## src/source/tripleMul_consts.svh

```systemverilog
/*
  format and pipeline constants for the triple-product unit
  reduced float64 layout, no NaN, infinity or subnormal encodings
  pipeline depths must add up to the four-clock latency of the top
*/
`ifndef TRIPLEMUL_CONSTS_SVH
`define TRIPLEMUL_CONSTS_SVH

// word layout, sign on top, then exponent, then stored fraction
`define FP_EXP_WIDTH    11
`define FP_FRACT_WIDTH  52
`define FP_EXP_BIAS     1023

// fraction with the hidden one put back
`define MANT_WIDTH      53

// three 53-bit mantissas multiplied together
`define PROD_WIDTH      159

// operand register in front of decode
`define CAPTURE_DEPTH   1

// sign/exponent/zero sideband, matches the two multiplier stages
`define SIDEBAND_DEPTH  2

`endif

```

## src/source/fpFormatPkg.sv

```systemverilog
/*
  types for the reduced double-precision word
  all-zero exponent and fraction encodes zero, sign is ignored then
  no special values exist, every other word is a normal number
*/
`default_nettype none

`include "tripleMul_consts.svh"

package fpFormatPkg;

  // biased exponent, bias is FP_EXP_BIAS
  typedef logic [`FP_EXP_WIDTH-1:0] fpExpT;

  // stored fraction, hidden leading one not included
  typedef logic [`FP_FRACT_WIDTH-1:0] fpFractT;

  // full 64-bit word as seen on the ports
  typedef struct packed {
    logic    sign;   // 1 = negative
    fpExpT   exp;
    fpFractT fract;
  } fp64T;

endpackage

`default_nettype wire

```

## src/source/mulPipePkg.sv

```systemverilog
/*
  structs passed between the stages of the triple-product pipeline
  the valid bit in the sideband is only trustworthy after the delay line
  has been reset, payload fields carry no reset value
*/
`default_nettype none

`include "tripleMul_consts.svh"

package mulPipePkg;

  import fpFormatPkg::*;

  // a, b and c as captured together with pushin
  typedef struct packed {
    fp64T a;
    fp64T b;
    fp64T c;
  } tripleOperandsT;

  // mantissas with the hidden one restored, decode -> execute
  typedef struct packed {
    logic [`MANT_WIDTH-1:0] a;
    logic [`MANT_WIDTH-1:0] b;
    logic [`MANT_WIDTH-1:0] c;
  } mantTripleT;

  // everything the result stage needs besides the mantissa product
  typedef struct packed {
    logic  valid;  // operation present in this stage
    logic  sign;   // xor of the three operand signs
    fpExpT exp;    // sum of exponents before renormalization
    logic  zero;   // at least one operand was zero
  } fpSidebandT;

  // raw a*b*c, leading one lands somewhere in the top three bits
  typedef logic [`PROD_WIDTH-1:0] mantProductT;

endpackage

`default_nettype wire

```

## src/source/mulDecode.sv

```systemverilog
/*
  splits the captured operands into mantissas and sideband fields
  purely combinational, exponent math is modulo 2^11
  results outside the exponent range are not detected
*/
`timescale 1ns/100ps
`default_nettype none

`include "tripleMul_consts.svh"

module mulDecode
  import fpFormatPkg::*;
  import mulPipePkg::*;
(
  input  tripleOperandsT operands,
  input  logic           strobe,
  output mantTripleT     mants,
  output fpSidebandT     sideband
);

  // three biased exponents carry 3*bias, result wants one bias,
  // the +1 places the binary point below product bit 157
  localparam logic [`FP_EXP_WIDTH+1:0] EXP_OFFSET = 2 * `FP_EXP_BIAS - 1;

  logic [`FP_EXP_WIDTH+1:0] expSum;  // two guard bits, sum of three never overflows
  logic                     anyZero;

  // zero is all-zero exponent and fraction, sign bit does not matter
  function automatic logic isZero(input fp64T x);
    return (x.exp == '0) && (x.fract == '0);
  endfunction

  always_comb begin
    // hidden one goes back on top, also for zero words, the result stage masks those
    mants.a = {1'b1, operands.a.fract};
    mants.b = {1'b1, operands.b.fract};
    mants.c = {1'b1, operands.c.fract};
  end

  always_comb begin
    anyZero = isZero(operands.a) || isZero(operands.b) || isZero(operands.c);
    expSum  = {2'b00, operands.a.exp} + {2'b00, operands.b.exp}
            + {2'b00, operands.c.exp} - EXP_OFFSET;
  end

  always_comb begin
    sideband.valid = strobe;
    sideband.sign  = operands.a.sign ^ operands.b.sign ^ operands.c.sign;
    sideband.exp   = expSum[`FP_EXP_WIDTH-1:0];  // wraps, range assumed ok
    sideband.zero  = anyZero;
  end

endmodule

`default_nettype wire

```

## config.mk

```make
export PLATFORM = sky130hd
export DESIGN_NAME = mulDecode
export DESIGN_NICKNAME = d
export VERILOG_FILES = /design/src/source/fpFormatPkg.sv /design/src/source/mulPipePkg.sv /design/src/source/mulDecode.sv
export VERILOG_INCLUDE_DIRS = /design/src /design/src/source
export SDC_FILE = /design/constraint.sdc
export NUM_CORES = 1
export LEC_CHECK = 0
export ABC_AREA = 1
export CORE_AREA = 10 10 135 137
export DETAILED_ROUTE_END_ITERATION = 7
export DIE_AREA = 0 0 145 147
export DONT_BUFFER_PORTS = 1
export MAX_ROUTING_LAYER = met4
export PLACE_DENSITY = 0.35
export SYNTH_ARGS = -nofsm -noshare
export SYNTH_HDL_FRONTEND = slang
export SYNTH_SLANG_ARGS = --single-unit
```

## constraint.sdc

```tcl
create_clock -name vclk -period 4
set_clock_uncertainty 0.15 [all_clocks]
set_input_delay 0.6 -clock vclk [all_inputs]
set_output_delay 0.6 -clock vclk [all_outputs]
set_load 0.02 [all_outputs]
```

-- Word-level counts from Yosys, hierarchy flattened
Cells that the tools add are included.
- output and inout bits: 173
- input port bits: 193
- bits in registers: 0
- add/subtract/negate cells: 3
- bitwise gates (word level): 2
- reductions and logical operators: 11
- operators by type and width (cell ; count):
    $logic_not A52 Y1 ; 3
    $logic_not A11 Y1 ; 3
    $add A11 B11 Y11 ; 2
    $sub A11 B11 Y11 const B ; 1
    $logic_and A1 B1 Y1 ; 3
    $logic_or A1 B1 Y1 ; 2
    $xor A1 B1 Y1 ; 2

-- Depth between registers and ports, before layout
- word-level depth: 4
- depth in mapped cells: 14

-- Least setup slack after synthesis
Ideal clock, no wire load.
- kind: input to output
- start: in operands[53] (netlist name)
- end: out sideband[6] (netlist name)
- path slack: 0.594 ns
- arrival: 2.656 ns
- cell stages on the path: 9
- buffers on the path: 0
- data required time: 3.250 ns
- path through: inv_1 -> ha_1 -> fa_1 -> inv_1 -> ha_1 -> inv_1 -> fa_1 -> o21ai_2 -> xor2_1
- RTL lines (what ; line ; RTL):
    start, declared ; mulDecode.sv:15 ; input tripleOperandsT operands,
    end, declared ; mulDecode.sv:18 ; output fpSidebandT sideband

==> results.md <==
| Stage | Result | Value |
|---|---|---|
| placement | Routability-driven placement congestion ratio | 0.757 |
| cells and area | Layout filler cell count | 1867 |
| cells and area | Ratio of cells with drive above 1 in the final layout | 0.0201 |
| cells and area | Storage cell area | 0 um2 |
| sta | RSZ-0062 raised after global routing | no |
| worst setup path | Type of destination of the critical path | output port |
| synthesis | Total of warnings raised by yosys | 0 |
| drt | Routed via count divided by cell count | 3.88 |
| cells and area | Leading cell types in the layout, fill and taps excluded | nor2_1 (127), nand2_1 (92), inv_1 (62) |
| worst setup path | Cell type of the slowest stage on the worst timing path | fa_1 |
| sta | Final-report max-slew violation count | 0 |
| synthesis | Post-synth top area share | 0.410 |
| sta | Final Hold Fails | 0 |
| drt | Via count | 2191 |
| die | Rows | 46 |
| pwr | Design internal power | 0.000128 W |
| pwr | Register share of total power | 0 |
| die | Die area | 21300 um2 |
| synthesis | Synth cell types | 22 |
| sta | Final setup violation count | 0 |
| job | Max-cap violations | 0 |
| pwr | Power density over cell area | 197 nW/um2 |
| cells and area | Layout clock buffers | 0 |
| hold path | Tightest Hold Check Type | primary input to output port |
| worst setup path | Class of the most critical setup path | primary input to output port |
| placement | Number of input and output port buffers inserted | 0 |
| drt | Wirelength per Cell | 19.2 um |
| grt | Initial antenna violation count | 1 |
| worst setup path | Library cell appearing most often on the critical path | inv_1 |
| pwr | Switching power | 0.000270 W |
| worst setup path | CP max FO | 3 |
| synthesis | Post-synthesis area per instance | 5.81 um2 |
| worst setup path | Required time of the critical path | 3250 ps |
| hold path | Number of cells on the worst hold path | 0 |
| sta | Final worst-path cycle share | 0.908 |
| clock network | Post-CTS setup buffer count | 0 |
| sta | Worst Tran Pin Value | 570 ps |
| grt | Number of global-route vias before repair | 2452 |
| grt | Largest net degree at the start of global routing | 6 |
| pwr | Clock power frac | 0 |
| grt | Residual overflow from global routing | 0 |
| clock network | Number of hold-repair buffers added at the cts stage | 0 |
| placement | HPWL Detailed | 10300 um |
| die | Floorplan die width | 145 um |
| grt | Aggregate global-route resource usage | 0.0924 |
| sta | Final Critical Period | 3630 ps |
| die | Core outline area | 15600 um2 |
| synthesis | Sequential cell area fraction in the yosys report | 0 |
| hold path | Worst hold path endpoint | mants[116] |
| pwr | Leakage power | 0.982 nW |
| cells and area | Final instance area | 2020 um2 |
| drt | Pre-Repair DR Iteration Count | 4 |
| hold path | Start point of the worst hold path | operands[138] |
| drt | Violation count after the first detailed-route iteration | 73 |
| worst setup path | Startpoint type of the worst setup path | primary input |
| pwr | Logic pwr share | 1.000 |
| drt | Total DRC errors in the routed layout | 0 |
| worst setup path | Data arrival time of the worst path | 2880 ps |
| sta | Setup TNS after final layout | 0 ps |
| pwr | Net Sw Frac | 0.679 |
| placement | Post-placement cell area | 2010 um2 |
| synthesis | Instance count of the mapped netlist | 507 |
| cells and area | Net count, final | 573 |
| worst setup path | Critical Path Max Stage Delay | 470 ps |
| grt | Global-route wire length before repair | 15300 um |
| die | Top-level port count | 366 |
| cells and area | Commonest non-fill, non-tap cell in the layout | nor2_1 |
| worst setup path | Critical path's top delay family | adder cells |
| worst setup path | Sequence of cells on the critical path | inv_1 -> ha_1 -> fa_1 -> inv_1 -> ha_1 -> inv_1 -> fa_1 -> o21ai_2 -> xor2_1 |
| synthesis | Post-synthesis cell type with the largest combined area | buf_4 |
| cells and area | Final sequential cell count | 0 |
| drt | Antenna violation net count after detailed routing | 0 |
| synthesis | Largest cells by area after synthesis | buf_4 (41%), nor2_1 (16%), nand2_1 (12%) |
| clock network | Number of gates given a new drive strength after cts | 0 |
| sta | Worst rel slew slack | 0.617 |
| sta | Max Clk Rate | 0.275 GHz |
| cells and area | Signed area change from the synthesized netlist to the final layout | -31.5% |
| synthesis | Netlist Area Pre-Place | 2950 um2 |
| run status | Run status | complete, no violations |
| die | Die Y | 147 um |
| drt | Post-Route WL | 10800 um |
| worst setup path | Buffer and inverter count on the worst path | 3 |
| die | Initial Utilization | 0.189 |
| pwr | IR drop worst, VDD | 0.0000725 V |
layer usage:
metal / vias to the layer above / wire length, um / global-route usage
li1: 1025 / - / -
met1: 976 / 4260 / 0.102
met2: 188 / 5650 / 0.174
met3: 2 / 906 / 0.0206
met4: 0 / 27 / 0.00204
met5: - / 0 / -
power by group through the flow:
stage	logic (W)	clock network, W	registers [W]
5_1_grt	0.000458	0.0000000000336	0
6_report	0.000398	0.0000000000339	0
3_5_place_dp	0.000409	0	0
3_3_place_gp	0.000405	0	0
2_1_floorplan	0.000565	0	0
4_1_cts	0.000411	0	0
through the flow:
step / util / power, W / hold WS [ps] / setup slack, ps / cells
after floorplan: - / 0.000565 / 1160 / 594 / 509
after global placement: 0.129 / 0.000405 / 1050 / 392 / 564
after detailed placement: 0.129 / 0.000409 / 1050 / 350 / 564
after CTS: 0.129 / 0.000411 / 1050 / 341 / 564
after global routing: 0.129 / 0.000458 / 1050 / 208 / 565
final: 0.129 / 0.000398 / 1050 / 369 / 565
cells in the mapped netlist:
| master | count |
|---|---|
| nand3b_1 | 1 |
| ha_1 | 20 |
| nor2_1 | 127 |
| o21ai_2 | 1 |
| nand2_2 | 1 |
| fa_1 | 10 |
| o21bai_1 | 2 |
| nand2_1 | 92 |
| buf_4 | 161 |
| or2_1 | 1 |
| nand3_2 | 1 |
| a21o_2 | 1 |
| a21o_1 | 1 |
| xor2_1 | 2 |
| conb_1 | 1 |
| nor2_4 | 1 |
| nand3_1 | 11 |
| inv_2 | 1 |
| a21oi_1 | 4 |
| nor2_2 | 1 |
| xnor2_1 | 5 |
| inv_1 | 62 |
worst max-delay path by stage:
stage	start	to	slack, ps	cells after the start
floorplan	operands[53]	sideband[6]	590	9
global placement	operands[53]	sideband[6]	390	9
detailed placement	operands[53]	sideband[6]	350	9
CTS	operands[53]	sideband[6]	340	9
global route	operands[53]	sideband[8]	210	12
finish	operands[53]	sideband[6]	370	9
cells by family (layout without fill, tap and decap cells):
logic type                 count (synthesis)  count (layout)  share of synthesized area
AOI/OAI and AO/OA                          9               9                     0.0204
xor gates and xnor gates                   7               7                     0.0208
adders and majority gates                 30              30                      0.153
buffers and inverters                    224              63                      0.491
other                                      1               4                    0.00127
and+or+nand+nor                          236             236                      0.314
area by class of cell:
| cell class | count | area, um2 | share of cell area |
|---|---|---|---|
| Multi-Input combinational cell | 285 | 1510 | 0.748 |
| Tap cell | 216 | 270 | 0.134 |
| Inverter | 63 | 236 | 0.117 |
| Antenna cell | 1 | 2.50 | 0.00124 |
No activity file was read; power rests on OpenSTA's default activity.
