$ cat config.mk
export PLATFORM = sky130hd
export DESIGN_NAME = roundResult
export DESIGN_NICKNAME = d
export VERILOG_FILES = /design/src/source/fpFormatPkg.sv /design/src/source/mulPipePkg.sv /design/src/source/roundResult.sv
export VERILOG_INCLUDE_DIRS = /design/src /design/src/source
export SDC_FILE = /design/constraint.sdc
export NUM_CORES = 1
export LEC_CHECK = 0
export ABC_AREA = 0
export BUFFER_PORTS_ARGS = -buffer_cell sky130_fd_sc_hd__buf_2
export CAP_MARGIN = 20
export CELL_PAD_IN_SITES_DETAIL_PLACEMENT = 0
export CELL_PAD_IN_SITES_GLOBAL_PLACEMENT = 1
export CORE_MARGIN = 3
export CORE_UTILIZATION = 31
export DETAILED_ROUTE_END_ITERATION = 12
export GPL_ROUTABILITY_DRIVEN = 0
export PLACE_DENSITY = 0.79
export SLEW_MARGIN = 10
export SYNTH_ARGS = -nofsm -noshare
export SYNTH_HDL_FRONTEND = slang
export SYNTH_SLANG_ARGS = --single-unit
$ cat constraint.sdc
create_clock -name clk -period 3.6 [get_ports clk]
set_input_delay 0.36 -clock clk [delete_from_list [all_inputs] [get_ports clk]]
set_output_delay 0.36 -clock clk [all_outputs]
set_load 0.02 [all_outputs]
$ cat src/source/tripleMul_consts.svh
/*
  format and pipeline constants for the triple-product unit
  reduced float64 layout, no NaN, infinity or subnormal encodings
  pipeline depths must add up to the four-clock latency of the top
*/
`ifndef TRIPLEMUL_CONSTS_SVH
`define TRIPLEMUL_CONSTS_SVH

// word layout, sign on top, then exponent, then stored fraction
`define FP_EXP_WIDTH    11
`define FP_FRACT_WIDTH  52
`define FP_EXP_BIAS     1023

// fraction with the hidden one put back
`define MANT_WIDTH      53

// three 53-bit mantissas multiplied together
`define PROD_WIDTH      159

// operand register in front of decode
`define CAPTURE_DEPTH   1

// sign/exponent/zero sideband, matches the two multiplier stages
`define SIDEBAND_DEPTH  2

`endif

$ cat src/source/fpFormatPkg.sv
/*
  types for the reduced double-precision word
  all-zero exponent and fraction encodes zero, sign is ignored then
  no special values exist, every other word is a normal number
*/
`default_nettype none

`include "tripleMul_consts.svh"

package fpFormatPkg;

  // biased exponent, bias is FP_EXP_BIAS
  typedef logic [`FP_EXP_WIDTH-1:0] fpExpT;

  // stored fraction, hidden leading one not included
  typedef logic [`FP_FRACT_WIDTH-1:0] fpFractT;

  // full 64-bit word as seen on the ports
  typedef struct packed {
    logic    sign;   // 1 = negative
    fpExpT   exp;
    fpFractT fract;
  } fp64T;

endpackage

`default_nettype wire

$ cat src/source/mulPipePkg.sv
/*
  structs passed between the stages of the triple-product pipeline
  the valid bit in the sideband is only trustworthy after the delay line
  has been reset, payload fields carry no reset value
*/
`default_nettype none

`include "tripleMul_consts.svh"

package mulPipePkg;

  import fpFormatPkg::*;

  // a, b and c as captured together with pushin
  typedef struct packed {
    fp64T a;
    fp64T b;
    fp64T c;
  } tripleOperandsT;

  // mantissas with the hidden one restored, decode -> execute
  typedef struct packed {
    logic [`MANT_WIDTH-1:0] a;
    logic [`MANT_WIDTH-1:0] b;
    logic [`MANT_WIDTH-1:0] c;
  } mantTripleT;

  // everything the result stage needs besides the mantissa product
  typedef struct packed {
    logic  valid;  // operation present in this stage
    logic  sign;   // xor of the three operand signs
    fpExpT exp;    // sum of exponents before renormalization
    logic  zero;   // at least one operand was zero
  } fpSidebandT;

  // raw a*b*c, leading one lands somewhere in the top three bits
  typedef logic [`PROD_WIDTH-1:0] mantProductT;

endpackage

`default_nettype wire

$ cat src/source/roundResult.sv
/*
  round, renormalize and pack the triple product into a float64 word
  rounding is half-up at the bit below the last kept fraction bit
  r only loads on a valid sideband and holds otherwise
  zero operands give +0, never -0
*/
`timescale 1ns/100ps
`default_nettype none

`include "tripleMul_consts.svh"

module roundResult
  import fpFormatPkg::*;
  import mulPipePkg::*;
(
  input  logic        clk,
  input  logic        reset,
  input  mantProductT product,
  input  fpSidebandT  sideband,
  output logic        pushout,
  output fp64T        r
);

  localparam int TOP = `PROD_WIDTH - 1;  // bit 158

  mantProductT roundConst;
  mantProductT rounded;
  fpExpT       expOut;
  fpFractT     fractOut;
  fp64T        rNext;

  always_comb begin
    // half an lsb, placed by where the unrounded leading one sits
    roundConst = '0;
    if (product[TOP]) begin
      roundConst[TOP - 1 - `FP_FRACT_WIDTH] = 1'b1;        // bit 105
    end else if (product[TOP - 1]) begin
      roundConst[TOP - 2 - `FP_FRACT_WIDTH] = 1'b1;        // bit 104
    end else begin
      roundConst[TOP - 3 - `FP_FRACT_WIDTH] = 1'b1;        // bit 103
    end
    rounded = product + roundConst;  // cannot overflow 159 bits

    // renormalize on the rounded value, a carry may move the leading one up
    expOut   = sideband.exp;
    fractOut = rounded[TOP - 2 -: `FP_FRACT_WIDTH];        // leading one at 157
    if (rounded[TOP]) begin
      expOut   = sideband.exp + 1'b1;
      fractOut = rounded[TOP - 1 -: `FP_FRACT_WIDTH];
    end else if (!rounded[TOP - 1]) begin
      expOut   = sideband.exp - 1'b1;                      // leading one at 156
      fractOut = rounded[TOP - 3 -: `FP_FRACT_WIDTH];
    end

    if (sideband.zero) begin
      rNext = '0;
    end else begin
      rNext = '{sign: sideband.sign, exp: expOut, fract: fractOut};
    end
  end

  always_ff @(posedge clk) begin
    if (reset) begin
      pushout <= 1'b0;
      r       <= '0;
    end else begin
      pushout <= sideband.valid;
      if (sideband.valid) begin
        r <= rNext;  // holds between results
      end
    end
  end

  assert property (@(posedge clk) disable iff (reset) !$isunknown(pushout))
    else $error("roundResult: pushout is unknown");

  // a zero operand seen two stages back must leave as a plain zero word
  assert property (@(posedge clk) disable iff (reset)
    (sideband.valid && sideband.zero) |=> (pushout && (r == '0)))
    else $error("roundResult: zero operand did not give an all-zero result");

endmodule

`default_nettype wire

Yosys cells after proc, flatten, opt, wreduce, memory -nomap -nowiden. Index checks and enable logic that the tools add are counted.

Output and inout port bits: 65. Bits in registers: 65. Logic and storage cells: 16. Bits of input ports: 175.

$add $sub $neg: 3. Multiplexer cells: 9.

Operators by type and width (number): $add 159x106->159 (1); $mux 52 (2); $mux 64 (1); $mux 11 (2); $add 11x1->11 const B (1); $sub 11x1->11 const B (1); $mux 1 (3); $mux 2 (1).

Depth between registers and ports, before layout.
Depth after elaboration: 6. Mapped depth: 13. Gate-level depth less buffers: 11.

Worst setup path before layout. Ideal clock, no wire load.

Path type: input to register. Start: input product[157]. End: register r[36] (netlist name). Slack: 266 ps. Data required time: 3478 ps. Setup time: 122 ps. Stages: 11. Arrival: 3213 ps. Buffers on the path: 2. Cell sequence: or3b_2 -> fa_1 -> nor2b_1 -> o2111a_1 -> nand3_2 -> or4_4 -> and2_1 -> buf_2 -> buf_2 -> mux2i_1 -> a221o_1.

Longest elaborated chain between the ends: 6. Elaborated cells on any way between the ends: 7. Those cells by class: add/sub: 1; mux: 6.

Ends and longest elaborated chain: from (decl) (line roundResult.sv:18) `input mantProductT product,`; $mux 1 (line roundResult.sv:37) `end else if (product[TOP - 1]) begin`; $mux 2 (line roundResult.sv:35) `if (product[TOP]) begin`; $add 159x106->159 * (line roundResult.sv:42) `rounded = product + roundConst;`; $mux 52 (line roundResult.sv:50) `end else if (!rounded[TOP - 1]) begin`; $mux 52 * (line roundResult.sv:47) `if (rounded[TOP]) begin`; $mux 64 * (line roundResult.sv:55) `if (sideband.zero) begin`; to (signal assigned) (line roundResult.sv:69) `r <= rNext;`; to (decl) (line roundResult.sv:21) `output fp64T r`.

Mark *: on every way between the ends. The rest lies on a longest branch, timed or not. A chain may end at the register's enable or synchronous reset.

Final worst setup path.
Start: input product[157]. End: register r[5] (netlist name).

The elaborated chain is that of the path after synthesis.

==> summary.txt <==
Route
  – DRT antenna net count: 0
  – DR WL/cell: ~17 µm
  – Routed length on met2: 7.132 mm
  – Top sig layer: met4
  – Starting DRT DRC Count: 301
  – Met3 wire len: 993 µm
  – Drt total wl: 15.11 mm
  – Initial DRT Pass Iterations: 5
  – Via-to-Cell Ratio: 5.425
  – Metal-1 WL: 6.804 mm
  – Via Count: 4850
  – DRC viols: 0

Min path
  – Hold crit path type: in2reg

GRT
  – First-pass GRT wire length: 23.88 mm
  – GRT Total Usage: 18.43%
  – Antenna violations before repair: 0
  – Global route total overflow: 0
  – Vias in the first global route: 4649
  – Largest net degree at the start of global routing: 31

Flow run
  – Max_cap viols: 0

STA
  – Final period util: 89.18%
  – Fin. Hold Viols: 0
  – Worst Clk Skew: 0 ps
  – Total negative setup slack: 0 ps
  – Slew HR: between 50% and 60%
  – Slew at the pin closest to its max-slew limit: 641.5 ps
  – Max Slew Vio Count: 0
  – Final setup fails: 0
  – RSZ-0062 raised after global routing: false
  – Crit path time final: 3210 ps
  – Max Fclk: about 0.31 GHz

Cells and area
  – Post-layout util: 41.12%
  – Nets: 889
  – Area Growth Syn to Fin: 28.48%
  – Final std cells w/o fill: roughly 900
  – Fillcell total: 1431
  – Share of layout cells above drive strength 1: 27.17%
  – Antenna cells: 0

Yosys
  – #FFs+latches synth: 65
  – Ys Warns: 0
  – Top FF cell, synth: dfxtp_1
  – Avg Cell Area, Syn: 7.857 µm²
  – Post-Syn Instances: 572
  – Ys async rst share: 0%
  – Top-area cell type share of the netlist area: 28.95%
  – Register area share after synthesis: between 20% and 30%
  – Number of synthesized flops with an enable pin: 0
  – Netlist cell types: 67
  – Syn Std Cell Area: 4494 µm²
  – Largest area contributor in the netlist: dfxtp_1
  – Synth area leaders: dfxtp_1, nor2_1, xnor2_1
  – Synth Net Count: 752

Floorplanning
  – I/O pin total: 240
  – Core ar.: 14040 µm²
  – Effective utilization at floorplan: roughly a third
  – DIE WIDTH: 126.4 µm
  – Chip height: 126.4 µm
  – Row count: 43
  – Die area: 15980 µm²

CTS
  – Hold_buf cts: 0
  – Clk Latency, worst-skew pair: about 340 ps
  – CTS tree: built
  – Setup Buffers After CTS: 0
  – Reg clk slew, reported paths: 60 ps
  – Post-CTS resize count: 0
  – CTS buffer count: 9
  – CTS root buf: clkbuf_16
  – Clock Tree Buf Depth: 2
  – TritonCTS Sinks: between 60 and 70
  – Max H-tree Level: 3

Worst setup path
  – Crit end category: flop
  – Crit-path leading delay family: simple AND/OR/NAND/NOR gates
  – Crit path DAT: 3440 ps
  – Worst R2R Setup Slack: 2860 ps
  – Worst setup SP type: input port
  – Worst-path maximum fanout: 30
  – CP max stage cell: or3b_2
  – Delay of the slowest critical-path stage: 490 ps
  – WP buf/inv: 2
  – Worst-path cell chain: buf_2, or3b_2, fa_1, nor2b_1, o2111a_1, nand3_2, or4_4, and2_2, buf_12, mux2_2, o32ai_1, o21ai_1
  – Crit Path Class: in2reg
  – CP required: 3830 ps

Pwr
  – Leak: 2.394 nW
  – Total chip power: 0.002107 W
  – Power per cell area: 365.0 nW/µm²
  – VDD IR max: 217.9 µV

Status
  – Status: finished clean

Place
  – Placed cells: 878
  – PortBufs: 136
  – DP Wirelength: roughly 11 mm
==> synth_stat cells, drive strengths merged (13+ instances only) <==
cell type and number:
buf 15, xor2 27, o221ai 21, a22oi 14
dfxtp 65, xnor2 33, nor3 13, mux2i 13
a21oi 36, nor2 81, o21ai 35, nand4 20
clkbuf 17, nand3 23, nand2 56, and3 13
==> state kept, by name, indices dropped and copies added, names as in the netlist <==
name,flops
pushout,1
r,64
==> final timing paths <==
path                           start                  to  cells after the start
setup / recovery        product[157]   r[5]$_SDFFE_PP0P_                     12
hold / removal                 reset  r[63]$_SDFFE_PP0P_                      2
setup reg to reg  r[24]$_SDFFE_PP0P_  r[24]$_SDFFE_PP0P_                      1
hold reg to reg   r[58]$_SDFFE_PP0P_  r[58]$_SDFFE_PP0P_                      2
==> cell usage in the layout (no fill, tap or decap), drive strengths merged, types with 3 or more instances in the layout <==
cell type	netlist	final
ha	4	4
a32oi	6	6
a21oi	36	36
clkbuf	17	14
nor3	13	13
nand2	56	56
o221ai	21	21
or3	4	4
o22ai	3	3
xor2	27	27
and3	13	13
xnor2	33	33
o21ai	35	35
mux2i	13	13
a221o	7	7
mux2	5	5
and4	4	4
and2	5	5
nor2	81	81
a211oi	3	3
a22oi	14	14
nand3	23	23
or4	4	4
nand4	20	20
buf	15	158
inv	10	10
nand2b	4	4
dfxtp	65	65
nor4	5	5
==> where the power goes <==
group / internal (W) / switching [W] / total, W
Clock: 0.000592 / 0.000336 / 0.000928
Sequential: 0.000755 / 0.0000206 / 0.000775
Combinational: 0.000153 / 0.000251 / 0.000404
Total: 0.00150 / 0.000607 / 0.00211
==> final cells by class <==
cell class / count / area, µm² / share of cell area [%]
Timing Repair Buffer: 158 / 883.3 / 15.30
Clock inverter: 2 / 35.03 / 0.6067
Tap cell: 180 / 225.2 / 3.900
Inverter: 10 / 37.54 / 0.6501
Clock buffer: 14 / 274.0 / 4.745
Multi-Input combinational cell: 465 / 3018 / 52.26
Sequential cell: 65 / 1301 / 22.54
==> metrics by stage <==
stage          setup WS, ps  instance area [µm²]  hold slack [ps]
2_1_floorplan         265.6                 4494            429.1
3_3_place_gp          86.70                 5465            428.9
3_5_place_dp          43.25                 5465            442.6
4_1_cts               408.5                 5774            236.2
5_1_grt               152.9                 5774            256.3
6_report              389.6                 5774            253.2
==> kinds of logic (layout without fill, tap and decap cells) <==
logic type / Yosys count / after routing / share of synthesized area, %
flip-flops: 65 / 65 / 28.95
adder cells (fa/ha/maj): 5 / 5 / 1.559
AND/OR/NAND/NOR: 240 / 240 / 27.84
AO/OA/AOI/OAI: 142 / 142 / 21.72
XOR/XNOR: 60 / 60 / 11.69
buffers and inverters: 42 / 184 / 4.093
multiplexers: 18 / 18 / 4.148
==> per-layer routing <==
layer,GRT usage (%),up-vias
met4,4.732,0
met2,29.79,202
li1,-,2384
met1,24.15,2247
met3,5.389,17
met5,0,-
(Power assumes the default switching activity.)
